[src/hdl/decode_defines.svh]
`ifndef DECODE_DEFINES_SVH
`define DECODE_DEFINES_SVH

// ******************************
// Datapath widths
// ******************************

// Data and address width
`define XLEN 32

// Architectural register file
`define ARCH_REGS 32
`define AREG_W 5

// Physical register file, shared by all renamed values
`define PHYS_REGS 64
`define PREG_W 6

// ******************************
// Buffer depths
// ******************************

// Fetch packets waiting for decode
`define IQ_DEPTH 8

`endif

[src/hdl/decode_pkg.sv]
`include "decode_defines.svh"

package decode_pkg;

    // Primary opcode field, instr[31:26]
    typedef enum logic [5:0] {
        OP_RTYPE = 6'h00,
        OP_ADDIU = 6'h09,
        OP_ANDI  = 6'h0c,
        OP_ORI   = 6'h0d,
        OP_LUI   = 6'h0f
    } opcode_e;

    // Operation handed on to execute
    typedef enum logic [3:0] {
        ALU_ADDU    = 4'd0,
        ALU_SUBU    = 4'd1,
        ALU_AND     = 4'd2,
        ALU_OR      = 4'd3,
        ALU_SLT     = 4'd4,
        ALU_SLL     = 4'd5,
        ALU_LUI     = 4'd6,
        ALU_ILLEGAL = 4'd7
    } alu_op_e;

    typedef struct packed {
        logic [`XLEN-1:0] pc;
        logic [`XLEN-1:0] instr;
    } fetch_pkt_t;

    // ******************************
    // Stage payloads
    // ******************************

    typedef struct packed {
        alu_op_e            alu_op;
        logic [`AREG_W-1:0] src_a;
        logic [`AREG_W-1:0] src_b;
        logic [`AREG_W-1:0] dest;
        logic               dest_we;
        logic               use_imm;
        logic [`XLEN-1:0]   imm;
        logic [4:0]         shamt;
        logic [`XLEN-1:0]   pc;
        logic [`XLEN-1:0]   instr;
    } dec_op_t;

    // Same op with every register index translated to physical
    typedef struct packed {
        alu_op_e            alu_op;
        logic [`PREG_W-1:0] src_a_preg;
        logic [`PREG_W-1:0] src_b_preg;
        logic [`PREG_W-1:0] dest_preg;
        logic [`PREG_W-1:0] old_preg;
        logic               dest_we;
        logic               use_imm;
        logic [`XLEN-1:0]   imm;
        logic [4:0]         shamt;
        logic [`XLEN-1:0]   pc;
        logic [`XLEN-1:0]   instr;
    } renamed_op_t;

    typedef struct packed {
        renamed_op_t      op;
        logic [`XLEN-1:0] opa;
        logic [`XLEN-1:0] opb;
        logic             opa_ready;
        logic             opb_ready;
    } dispatch_op_t;

    // Result broadcast from execute
    typedef struct packed {
        logic               valid;
        logic [`PREG_W-1:0] preg;
        logic [`XLEN-1:0]   value;
    } wb_t;

    // Physical register handle, used for release and allocation
    typedef struct packed {
        logic               valid;
        logic [`PREG_W-1:0] preg;
    } release_t;

endpackage

[src/hdl/dispatch_stage.sv]
`timescale 1ns/10ps
`include "decode_defines.svh"

module dispatch_stage import decode_pkg::*; (
    input  logic               CLK,
    input  logic               RESET,
    input  logic               flush,
    input  renamed_op_t        ren_op,
    input  logic               ren_valid,
    output logic               ren_ready,
    output logic [`PREG_W-1:0] rd_a,
    output logic [`PREG_W-1:0] rd_b,
    input  logic [`XLEN-1:0]   val_a,
    input  logic [`XLEN-1:0]   val_b,
    input  logic               rdy_a,
    input  logic               rdy_b,
    input  wb_t                wb,
    output dispatch_op_t       out_op,
    output logic               out_valid,
    input  logic               out_ready
);

    logic load;
    logic fill_a;
    logic fill_b;

    assign rd_a      = ren_op.src_a_preg;
    assign rd_b      = ren_op.src_b_preg;
    assign ren_ready = !out_valid || out_ready;
    assign load      = ren_valid && ren_ready;

    // Late write-back for an operand still waiting
    assign fill_a = out_valid && wb.valid && !out_op.opa_ready &&
                    (wb.preg == out_op.op.src_a_preg);
    assign fill_b = out_valid && wb.valid && !out_op.opb_ready &&
                    (wb.preg == out_op.op.src_b_preg);

    always_ff @(posedge CLK or negedge RESET) begin
        if (!RESET)
            out_valid <= 1'b0;
        else if (flush)
            out_valid <= 1'b0;
        else if (ren_ready)
            out_valid <= ren_valid;
    end

    always_ff @(posedge CLK) begin
        if (load) begin
            out_op.op        <= ren_op;
            out_op.opa       <= val_a;
            out_op.opb       <= val_b;
            out_op.opa_ready <= rdy_a;
            out_op.opb_ready <= rdy_b;
        end else begin
            if (fill_a) begin
                out_op.opa       <= wb.value;
                out_op.opa_ready <= 1'b1;
            end
            if (fill_b) begin
                out_op.opb       <= wb.value;
                out_op.opb_ready <= 1'b1;
            end
        end
    end

endmodule

[config.mk]
export PLATFORM = sky130hd
export DESIGN_NAME = dispatch_stage
export DESIGN_NICKNAME = d
export VERILOG_FILES = /design/src/hdl/decode_pkg.sv /design/src/hdl/dispatch_stage.sv
export VERILOG_INCLUDE_DIRS = /design/src /design/src/hdl
export SDC_FILE = /design/constraint.sdc
export NUM_CORES = 1
export LEC_CHECK = 0
export BUFFER_PORTS_ARGS = -buffer_cell sky130_fd_sc_hd__clkbuf_2
export CAP_MARGIN = 15
export CORE_AREA = 2 2 177 179
export DETAILED_ROUTE_END_ITERATION = 10
export DIE_AREA = 0 0 179 181
export PLACE_DENSITY_LB_ADDON = 0.1
export SLEW_MARGIN = 20
export SYNTH_ARGS = -nofsm -noshare
export SYNTH_HDL_FRONTEND = slang
export SYNTH_SLANG_ARGS = --single-unit
[constraint.sdc]
create_clock -name CLK -period 4.4 [get_ports CLK]
set_input_delay 1.1 -clock CLK [delete_from_list [all_inputs] [get_ports CLK]]
set_output_delay 1.1 -clock CLK [all_outputs]
set_load 0.01 [all_outputs]
Yosys cells after proc, flatten, opt, wreduce, memory -nomap -nowiden. Index checks and enable logic that the tools add are counted.

Bits in registers: 198. Input port bits: 241. Output and inout port bits: 211. Word-level logic and storage cells: 38.

Equality and inequality tests: 2. Multiplexer cells: 7. Reduce and logical (&&, ||, !) cells: 13.

Operators with widths (count): 66-bit 2-to-1 mux (1); 32-bit 2-to-1 mux (2); 6-bit == test (2); 1-bit logical AND (6); 2-bit nonzero test (3); 1-bit 2-to-1 mux (4); 1-bit logical NOT (3); 1-bit logical OR (1).

Longest topological paths before layout. Gate-level depths: netlist (run 1).

Depth in word-level cells: 5. Gate-level depth with buffers: 5. Mapped depth without buffers: 3.

Least setup slack after synthesis (run 1). Ideal clock, no wire load.

Path kind: input to register. Start: input out_ready. End: register out_op[100] (netlist bit), enable pin. Setup time: 0.484 ns. Arrival time: 4.125 ns. Required time: 3.916 ns. Setup slack: -0.209 ns. Cell stages on the path: 5. Buffers on the path: 2. Cells stage by stage: nand2b_4 -> nand2_4 -> buf_6 -> buf_6 -> inv_1.

Longest elaborated chain between the ends: 2.

RTL lines: from (decl) (line dispatch_stage.sv:20) `input logic out_ready`; 1-bit logical OR (line dispatch_stage.sv:29) `assign ren_ready = !out_valid || out_ready;`; 1-bit logical AND (line dispatch_stage.sv:30) `assign load = ren_valid && ren_ready;`; named net load (line dispatch_stage.sv:23) `logic load;`; to (decl) (line dispatch_stage.sv:18) `output dispatch_op_t out_op,`.

The timed path passes the listed nets, and every way through them passes these cells. A chain may end at the register's enable or synchronous reset.

Worst setup path in the final report (run 1).
Start: input out_ready. End: output ren_ready.

Longest elaborated chain between the ends: 1.

RTL lines: 1-bit logical OR (line dispatch_stage.sv:29); to (decl) (line dispatch_stage.sv:10) `output logic ren_ready,`.

No other way between the ends.

==> results of run 1 <==
## power groups by stage
stage	logic [µW]	clock network (µW)	registers (µW)
2_1_floorplan	132	0	2370
3_3_place_gp	466	0	2300
3_5_place_dp	470	0	2300
4_1_cts	471	1560	2260
5_1_grt	502	1630	2270
6_report	459	1490	2260
## worst max-delay path, stage by stage
cell and delay (ns):
clkbuf_2 0.09, nand2b_4 0.15, clkbuf_2 0.14
## flip-flops by register name (all words and copies together) (netlist names)
name,cells
out_op,197
out_valid,1
## Yosys cell counts, drive strengths merged
cell type | number | area [µm²]
inv | 2 | 7.51
buf | 19 | 150
dfrtp | 1 | 25.0
a21oi | 1 | 5.00
nand4 | 2 | 12.5
xnor2 | 8 | 70.1
nand2 | 2 | 15.0
edfxtp | 197 | 5920
xor2 | 4 | 35.0
nand2b | 1 | 13.8
mux2 | 64 | 739
o21ai | 2 | 10.0
or4 | 2 | 15.0
or2 | 2 | 12.5
## final timing paths
check / start / slack, ns / to / depth (start not counted)
max: out_ready / 1.82 / ren_ready / 3
max reg2reg: out_valid$_DFFE_PN0P_ / 2.16 / out_op[32]$_DFFE_PP_ / 4
min in group CLK: out_valid$_DFFE_PN0P_ / 0.64 / out_valid$_DFFE_PN0P_ / 2
min reg2reg: out_valid$_DFFE_PN0P_ / 0.64 / out_valid$_DFFE_PN0P_ / 2
max in group asynchronous: RESET / 3.85 / out_valid$_DFFE_PN0P_ / 1
min: RESET / 0.45 / out_valid$_DFFE_PN0P_ / 1
## logic make-up after synthesis
logic type	Yosys count	share of synthesized area
flops	198	0.845
xor+xnor	12	0.0150
mux	64	0.105
compound gates	3	0.00214
buf+inv	21	0.0224
simple gates	9	0.00979
## area by class of cell
type                    count  area [µm²]
fillers                  3006       20100
flip-flops and latches    198        5940
clock buffers              18         429
repair buffers            457        2330
diodes                      1        2.50
inverters                   2        11.3
well taps                 396         495
multi-input cells          88         951
clock inverters            14         114
## metal layers
layer	wire [µm]	vias up	part of all wire	track usage
met2	11300	280	0.52	0.237
met4	289	4	0.013	0.0420
met5	30	-	0.0014	0
li1	-	2110	-	-
met3	2940	17	0.13	0.0724
met1	7320	2163	0.33	0.127
## stage by stage
| step | util | setup WS [ns] | power [µW] |
|---|---|---|---|
| after floorplan | - | 0.441 | 2500 |
| after global placement | 0.320 | 1.43 | 2770 |
| after detailed placement | 0.320 | 1.39 | 2770 |
| after CTS | 0.338 | 1.81 | 4290 |
| after global routing | 0.338 | 1.80 | 4400 |
| final | 0.338 | 1.82 | 4210 |
==> results by group, run 1 <==
Timing
  – Tcrit/Tclk final: 0.587
  – Final Setup Violations: 0
  – Relative slew slack: 0.489
  – Clk_skew: 0.0114 ns
  – Setup TNS: 0 ns
  – RSZ-0062 raised after global routing: no
  – Fmax: 0.387 GHz
  – Period minus WS final: 2.58 ns
  – Pin slew with the least headroom to its limit: 0.766 ns
  – Fin. Hold Viols: 0
  – Min Hold Slack: 0.448 ns
  – Max Slew Vio Count: 0

Global routing
  – Antenna violations before repair: 3
  – Vias in the first global route: 5002
  – Largest net degree at the start of global routing: 57
  – Congestion Overflow GR: 0
  – First-pass GRT wire length: 30700 µm
  – Total Routing Usage GR: 0.132

Drt
  – Post-DR vias/cell: 3.90
  – Iteration-0 DRC Markers: 181
  – DR pass1 iterations: 4
  – Residual DRC: 0
  – Detailed-route via count: 4574
  – Final WL: 21900 µm
  – Wire per inst: 18.6 µm
  – Post-route ant nets: 0

Layout
  – Fin cells: 1174
  – Syn-to-layout area delta: 46.2%
  – Post-route cell area: 10300 µm²
  – Commonest non-fill, non-tap cell in the layout: clkbuf_2
  – Layout Nets: 1005
  – Layout cell share with drive strength beyond 1: 0.718
  – Commonest non-fill, non-tap cells in the layout: clkbuf_2 (451), edfxtp_1 (197), mux2_2 (59)

Power and ir drop
  – P_sw: 1030 µW
  – Clock Power Share: 0.354
  – Net Sw Frac: 0.245
  – Worst vdd ir: 0.199 mV
  – Share of power burned in registers: 0.537
  – Leakage power: 0.00443 µW
  – Pwr Density: 410 nW/µm²
  – Combinational Power Share: 0.109
  – P_int: 3180 µW

Synth
  – Syn nets: 548
  – Synth Warn #: 0
  – Post-synthesis instance total: 307
  – Post-Syn Area: 7030 µm²
  – Sequential-to-total area share from yosys stat: 0.845
  – Mean area per synthesized cell: 22.9 µm²
  – Netlist cell types: 17
  – Yosys reg bits: 198

Run status
  – Status: complete, no violations

Die
  – Row count: 64
  – Core Area: 30300 µm²
  – Die W: 179 µm
  – Die height: 181 µm
  – Die footprint: 32400 µm²
  – Initial Util: 0.232
  – Number of I/O pins: 452

Placement
  – Post-detail-place hpwl: 17300 µm
  – Cell Area, Placed: 9730 µm²
  – Routability Congestion: 0.762
  – Port Buffers: 451
  – Post-Place Cells: 1141

Clock tree
  – Worst skew pair latency: 0.44 ns
  – Setup bufs post-CTS: 0
  – H-tree Lvls: 4
  – CTS tree: built
  – Reg clk slew, reported paths: 0.07 ns
  – CTS buffer count: 17
  – CTS root buf: clkbuf_16
  – # hold bufs at CTS: 0
  – Max clock buf depth: 2
  – Clk sink count: 198
  – # resized after CTS: 0

Critical path
  – Crit path max fanout: 3
  – CP Launch Type: primary input
  – CP endpoint kind: output port
  – Required time of the worst setup path: 3.30 ns
  – Setup CP Type: primary input to output port
  – Arrival @ worst endpoint: 1.48 ns

Worst hold path
  – Worst hold path type: primary input to async pin

Flow run
  – Max-Cap Viols: 0
Note: power is estimated with default switching activity, not from simulation.
==> inputs of run 2 (changes only) <==
Clock period 4.4 ns to 2.7 ns, I/O delays scaled along.
==> run 2 against run 1 <==
Against the previous run: combinational power rose by 66%; clock power increased by 61%; largest cell class unchanged; critical endpoint is now out_op[65]$_DFFE_PP_; cell area grew 0.80%; first-iteration DRC count up 3.3%; clock-buffer cell count shrank 1; clock skew down 0.0014 ns; register-to-register slack got worse by 1.3 ns; critical path type is now register to register; critical path depth up 1; wire length is 1.5% lower; cell count is 0.17% higher.
==> results by group, run 2 (same netlist as run 1, synthesis figures left out) <==
Critical path
  – Required time of the worst setup path: 2.82 ns (-0.48 ns)
  – Arrival @ worst endpoint: 2.00 ns (+0.52 ns)
  – Setup CP Type: register to register
  – CP startpoint: out_valid$_DFFE_PN0P_
  – Crit path max fanout: 33 (+30)
  – CP endpoint kind: register
  – R2R depth: 4 (unchanged)
  – Reg-to-reg setup timing slack: 0.82 ns (-1.34 ns)
  – R2R Path End: out_op[65]$_DFFE_PP_
  – R2R Path Start: out_valid$_DFFE_PN0P_
  – CP Launch Type: register
  – Crit path to: out_op[65]$_DFFE_PP_

Power and ir drop
  – Clock Power Share: 0.350 (-0.004)
  – Combinational Power Share: 0.112 (+0.003)
  – Net Sw Frac: 0.241 (-0.00370)
  – P_sw: 1650 µW (+60%)
  – P_int: 5190 µW (+63%)
  – Share of power burned in registers: 0.538 (about the same)
  – Worst vdd ir: 0.322 mV (+62%)
  – Leakage power: 0.00447 µW (+1.1%)
  – Pwr Density: 661 nW/µm² (+61%)

Clock tree
  – Reg clk slew, reported paths: 0.07 ns (about the same)
  – CTS tree: built
  – # resized after CTS: 0 (unchanged)
  – H-tree Lvls: 4 (unchanged)
  – Worst skew pair latency: 0.43 ns (about the same)
  – CTS buffer count: 17 (unchanged)
  – CTS root buf: clkbuf_16
  – Clk sink count: 198 (unchanged)
  – Setup bufs post-CTS: 0 (unchanged)
  – Max clock buf depth: 2 (unchanged)

Placement
  – Cell Area, Placed: 9800 µm² (+0.75%)
  – Port Buffers: 451 (unchanged)
  – Routability Congestion: 0.736 (-3.5%)
  – Post-detail-place hpwl: 17500 µm (+0.83%)

Global routing
  – Vias in the first global route: 5011 (+0.18%)
  – First-pass GRT wire length: 30200 µm (-1.8%)
  – Largest net degree at the start of global routing: 50 (-12%)
  – Antenna violations before repair: 0 (-3)
  – Congestion Overflow GR: 0 (unchanged)
  – Total Routing Usage GR: 0.129 (-0.00329)

Die
  – Core Area: 30300 µm² (unchanged)
  – Initial Util: 0.232 (unchanged)
  – Die height: 181 µm (unchanged)
  – Number of I/O pins: 452 (unchanged)
  – Die W: 179 µm (unchanged)
  – Row count: 64 (unchanged)
  – Die footprint: 32400 µm² (unchanged)

Drt
  – Wire per inst: 18.3 µm (-1.7%)
  – DR pass1 iterations: 4 (unchanged)
  – Post-route ant nets: 0 (unchanged)
  – Detailed-route via count: 4589 (+0.33%)
  – Post-DR vias/cell: 3.90 (+0.16%)
  – Final WL: 21600 µm (-1.5%)
  – Residual DRC: 0 (unchanged)
  – Iteration-0 DRC Markers: 187 (+3.3%)

Timing
  – Fmax: 0.531 GHz
  – Clk_skew: 0.0100 ns (-0.00140 ns)
  – Min Hold Slack: 0.397 ns (-0.0512 ns)
  – Relative slew slack: 0.783 (+0.294)
  – Tcrit/Tclk final: 0.697
  – Pin slew with the least headroom to its limit: 0.324 ns (-0.442 ns)
  – Final Setup Violations: 0 (unchanged)
  – Max Slew Vio Count: 0 (unchanged)
  – RSZ-0062 raised after global routing: no
  – Fin. Hold Viols: 0 (unchanged)
  – Period minus WS final: 1.88 ns

Layout
  – Largest registers: out_op: 197 flops, out_valid: 1 flops
  – Syn-to-layout area delta: 47.3%
  – Commonest non-fill, non-tap cell in the layout: clkbuf_2
  – Layout Nets: 1009 (+0.40%)
  – Multi-input gate area: 951 µm² (unchanged)
  – Largest reg by FF count: out_op
  – Max reg flops: 197 (unchanged)
  – Register area: 5940 µm² (unchanged)
  – Core Util, Final: 0.341 (+0.00272)
  – Diode count: 0 (-1)
  – Commonest non-fill, non-tap cells in the layout: clkbuf_2 (451), edfxtp_1 (197), mux2_2 (59)
  – Layout cell share with drive strength beyond 1: 0.718 (about the same)
  – Post-route cell area: 10400 µm² (+0.80%)
  – # fillers: 3023 (+0.57%)

Run status
  – Status: complete, no violations

Flow run
  – Max-Cap Viols: 0 (unchanged)

Worst hold path
  – Worst hold path type: primary input to register
## run 2: worst max-delay path, stage by stage (launching register included)
cell and delay [ns]:
dfrtp_1 0.41, nand2_1 0.16, or4_1 0.58, o21ai_4 0.17, buf_12 0.23
## run 2: power by group through the flow
stage	Sequential (µW)	Clock [µW]	Combinational [µW]
6_report	3680	2400	763
4_1_cts	3690	2490	784
3_5_place_dp	3760	0	782
2_1_floorplan	3860	0	216
3_3_place_gp	3750	0	776
5_1_grt	3700	2630	833
## run 2: what timing repair did
item | in CTS | in global routing
hold buffers | 1 | 0
setup endpoints to repair | 0 | 0
hold endpoints to repair | 1 | 0
## run 2: metrics by stage
| stage | setup TNS, ns | cells | worst slack (ns) | power, µW |
|---|---|---|---|---|
| after global routing | 0 | 1176 | 0.762 | 7160 |
| final | 0 | 1176 | 0.817 | 6840 |
| after detailed placement | 0 | 1144 | 0.486 | 4540 |
| after global placement | 0 | 1144 | 0.495 | 4530 |
| after floorplan | -140.43 | 307 | -0.814 | 4070 |
| after CTS | 0 | 1176 | 0.810 | 6970 |
## run 2: area by class of cell
| class | count | area share |
|---|---|---|
| flip-flops and latches | 198 | 0.574 |
| repair buffers | 461 | 0.233 |
| multi-input cells | 88 | 0.0918 |
| well taps | 396 | 0.0479 |
| clock buffers | 17 | 0.0411 |
| clock inverters | 14 | 0.0116 |
| inverters | 2 | 0.00109 |
## run 2: worst min path at each step
stage | endpoint | slack (ns) | start | cells past startpoint
2_1_floorplan | out_valid$_DFFE_PN0P_ | 0.38 | RESET | 0
3_3_place_gp | out_valid$_DFFE_PN0P_ | 0.47 | RESET | 1
3_5_place_dp | out_valid$_DFFE_PN0P_ | 0.47 | RESET | 1
4_1_cts | out_valid$_DFFE_PN0P_ | 0.37 | flush | 2
5_1_grt | out_op[75]$_DFFE_PP_ | 0.38 | ren_op[9] | 1
6_report | out_valid$_DFFE_PN0P_ | 0.40 | flush | 2
## run 2: layer usage
layer / global-route usage / routed length, µm / vias to the layer above
li1: - / - / 2116
met1: 0.124 / 7300 / 2181
met2: 0.229 / 10900 / 278
met3: 0.0709 / 3010 / 14
met4: 0.0446 / 291 / 0
met5: 0 / 0 / -
==> inputs of run 3 (changes only) <==
Settings changed: CORE_AREA 2 2 177 179 to 2 2 176 178, DIE_AREA 0 0 179 181 to 0 0 178 180.
Clock period 2.7 ns to 1.6 ns, I/O delays scaled along.
==> run 3 against run 2 <==
Against the previous run: the run now ends with negative setup slack left; setup slack worse by 1.1 ns; core utilization is 3.0 points higher; clock-buffer cell count stayed put; hold slack worse by 0.27 ns; sequential share of layout area is 4.3 points lower; cell count is 3.7% higher; power is 77% higher; flip-flop and latch count stayed put; wire length is 2.9% higher; cell area is 8.1% higher.
==> results by group, run 3 (same netlist as run 1, synthesis figures left out) <==
Run status
  – Status: finished, violations left
  – Failing checks: negative setup slack

Critical path
  – Delay-heaviest family, CP: simple AND/OR/NAND/NOR gates
  – CP Cell Sequence: xor2_1 -> or4_4 -> o21ai_4 -> buf_4 -> buf_12
  – Required time of the worst setup path: 1.74 ns (-1.08 ns)
  – Crit path max fanout: 16 (-52%)
  – CP Launch Type: register
  – CP endpoint kind: register
  – Bufs and invs on worst path: 2 (+1)
  – Setup CP Type: register to register
  – CP max-delay cell: or4_4
  – Arrival @ worst endpoint: 1.99 ns (about the same)
  – Crit-path max cell delay: 0.49 ns (-0.09 ns)

Drt
  – Detailed-route via count: 4790 (+4.4%)
  – Post-DR vias/cell: 3.93 (+0.62%)
  – Post-route ant nets: 0 (unchanged)
  – Iteration-0 DRC Markers: 181 (-3.2%)
  – Wire per inst: 18.2 µm (-0.84%)
  – Final WL: 22200 µm (+2.9%)
  – Residual DRC: 0 (unchanged)
  – DR pass1 iterations: 4 (unchanged)

Layout
  – Largest reg by FF count: out_op
  – Layout cell share with drive strength beyond 1: 0.737 (+0.0193)
  – Syn-to-layout area delta: 59.3%
  – Max reg flops: 197 (unchanged)
  – Largest registers: out_op: 197 flops, out_valid: 1 flops
  – Fin cells: 1220 (+3.7%)
  – Commonest non-fill, non-tap cells in the layout: clkbuf_2 (448), edfxtp_1 (197), mux2_2 (48)
  – Layout Nets: 1050 (+4.1%)
  – Commonest non-fill, non-tap cell in the layout: clkbuf_2

Power and ir drop
  – Share of power burned in registers: 0.511 (-0.027)
  – Combinational Power Share: 0.131 (+0.019)
  – Final total power: 12100 µW (+77%)
  – P_int: 9070 µW (+75%)
  – Net Sw Frac: 0.253 (+0.0115)
  – P_sw: 3070 µW (+86%)
  – Pwr Density: 1080 nW/µm² (+64%)
  – Worst vdd ir: 0.545 mV (+69%)
  – Clock Power Share: 0.358 (+0.008)
  – Leakage power: 0.00491 µW (+9.6%)

Timing
  – Setup TNS: -13.88 ns (-13.88 ns)
  – Final worst slack: -0.247 ns (-1.06 ns)
  – Clk_skew: 0.0114 ns (+0.00132 ns)
  – Relative slew slack: 0.851 (+0.0672)
  – Fin. Hold Viols: 0 (unchanged)
  – Period minus WS final: 1.85 ns (-0.0356 ns)
  – Max Slew Vio Count: 0 (unchanged)
  – Fmax: 0.541 GHz (+1.9%)
  – Final Setup Violations: 79 (+79)
  – RSZ-0062 raised after global routing: yes
  – Pin slew with the least headroom to its limit: 0.224 ns (-0.100 ns)
  – Tcrit/Tclk final: 1.15 (+0.457)

Global routing
  – Total Routing Usage GR: 0.133 (+0.00439)
  – Congestion Overflow GR: 0 (unchanged)
  – Largest net degree at the start of global routing: 34 (-32%)
  – Met1 GRT Util: 0.131 (+0.00647)
  – Vias in the first global route: 5289 (+5.5%)
  – Met2 usage: 0.235 (+0.00627)
  – Most Crowded Layer GR: met2
  – Antenna violations before repair: 2 (+2)
  – Met3 Resource Use GR: 0.0702 (-0.000698)
  – First-pass GRT wire length: 31100 µm (+3.0%)

Clock tree
  – CTS tree: built
  – CTS buffer count: 17 (unchanged)
  – CTS root buf: clkbuf_16
  – Clk sink count: 198 (unchanged)
  – Worst skew pair latency: 0.43 ns (about the same)
  – Reg clk slew, reported paths: 0.09 ns (+0.02 ns)
  – Max clock buf depth: 2 (unchanged)
  – H-tree Lvls: 4 (unchanged)

Die
  – Number of I/O pins: 452 (unchanged)
  – Row count: 64 (unchanged)
  – Core Area: 30200 µm² (-0.53%)
  – Die W: 178 µm (-0.56%)
  – Die height: 180 µm (-0.55%)
  – Die footprint: 32000 µm² (-1.1%)
  – Initial Util: 0.233 (+0.00123)

Placement
  – Routability Congestion: 0.768 (+4.4%)
  – Port Buffers: 451 (unchanged)
  – Post-Place Cells: 1159 (+1.3%)
  – Post-detail-place hpwl: 16700 µm (-4.2%)

Flow run
  – Max-Cap Viols: 0 (unchanged)

Worst hold path
  – Worst hold path type: primary input to register
-- run 3: power groups by stage --
| stage | Combinational [µW] | Sequential, µW | Clock (µW) |
|---|---|---|---|
| floorplan | 364 | 6510 | 0 |
| global placement | 1370 | 6320 | 0 |
| detailed placement | 1380 | 6320 | 0 |
| CTS | 1500 | 6210 | 4540 |
| global route | 1720 | 6240 | 4700 |
| finish | 1590 | 6200 | 4350 |
-- run 3: metal layers --
metal / wire [µm] / vias to the layer above / share of wire
li1: - / 2218 / -
met1: 7400 / 2261 / 0.33
met2: 11400 / 287 / 0.52
met3: 2900 / 24 / 0.13
met4: 422 / 0 / 0.019
met5: 0 / - / 0
-- run 3: final timing paths --
| check | cells past startpoint | startpoint | slack (ns) | endpoint |
|---|---|---|---|---|
| setup / recovery | 5 | out_op[181]$_DFFE_PP_ | -0.25 | out_op[7]$_DFFE_PP_ |
| hold / removal | 1 | ren_op[6] | 0.13 | out_op[72]$_DFFE_PP_ |
| setup reg to reg | 5 | out_op[181]$_DFFE_PP_ | -0.25 | out_op[7]$_DFFE_PP_ |
| hold reg to reg | 3 | out_op[0]$_SDFFCE_PN1P_ | 0.86 | out_op[0]$_SDFFCE_PN1P_ |
| max in group asynchronous | 2 | RESET | 1.22 | out_valid$_DFFE_PN0P_ |
| min in group asynchronous | 2 | RESET | 0.29 | out_valid$_DFFE_PN0P_ |
-- run 3: what timing repair did --
action	4_1_cts	5_1_grt
hold endpoints to repair	1	0
gates resized for setup	14	36
buffers inserted	9	7
pin swaps	1	1
gates cloned	5	8
hold buffers	1	0
endpoints found under the setup margin	108	170
-- run 3: metrics by stage --
stage          setup WS, ns  cell area (µm²)   util  hold WS, ns
6_report             -0.247            11200  0.371        0.131
5_1_grt              -0.307            11200  0.371       0.0909
4_1_cts              -0.248            10900  0.360        0.102
3_5_place_dp         -0.365             9950  0.330        0.182
3_3_place_gp         -0.354             9950  0.330        0.181
2_1_floorplan         -1.64             7030      -        0.104
-- run 3: final cells by class --
cell class                      count  area (µm²)
Clock inverter                     15         181
Timing Repair Buffer              502        3130
Antenna cell                        2        5.00
Clock buffer                       17         425
Tap cell                          396         495
Sequential cell                   198        5940
Multi-Input combinational cell     88        1010
Inverter                            2        11.3
Fill cell                        2895       19000
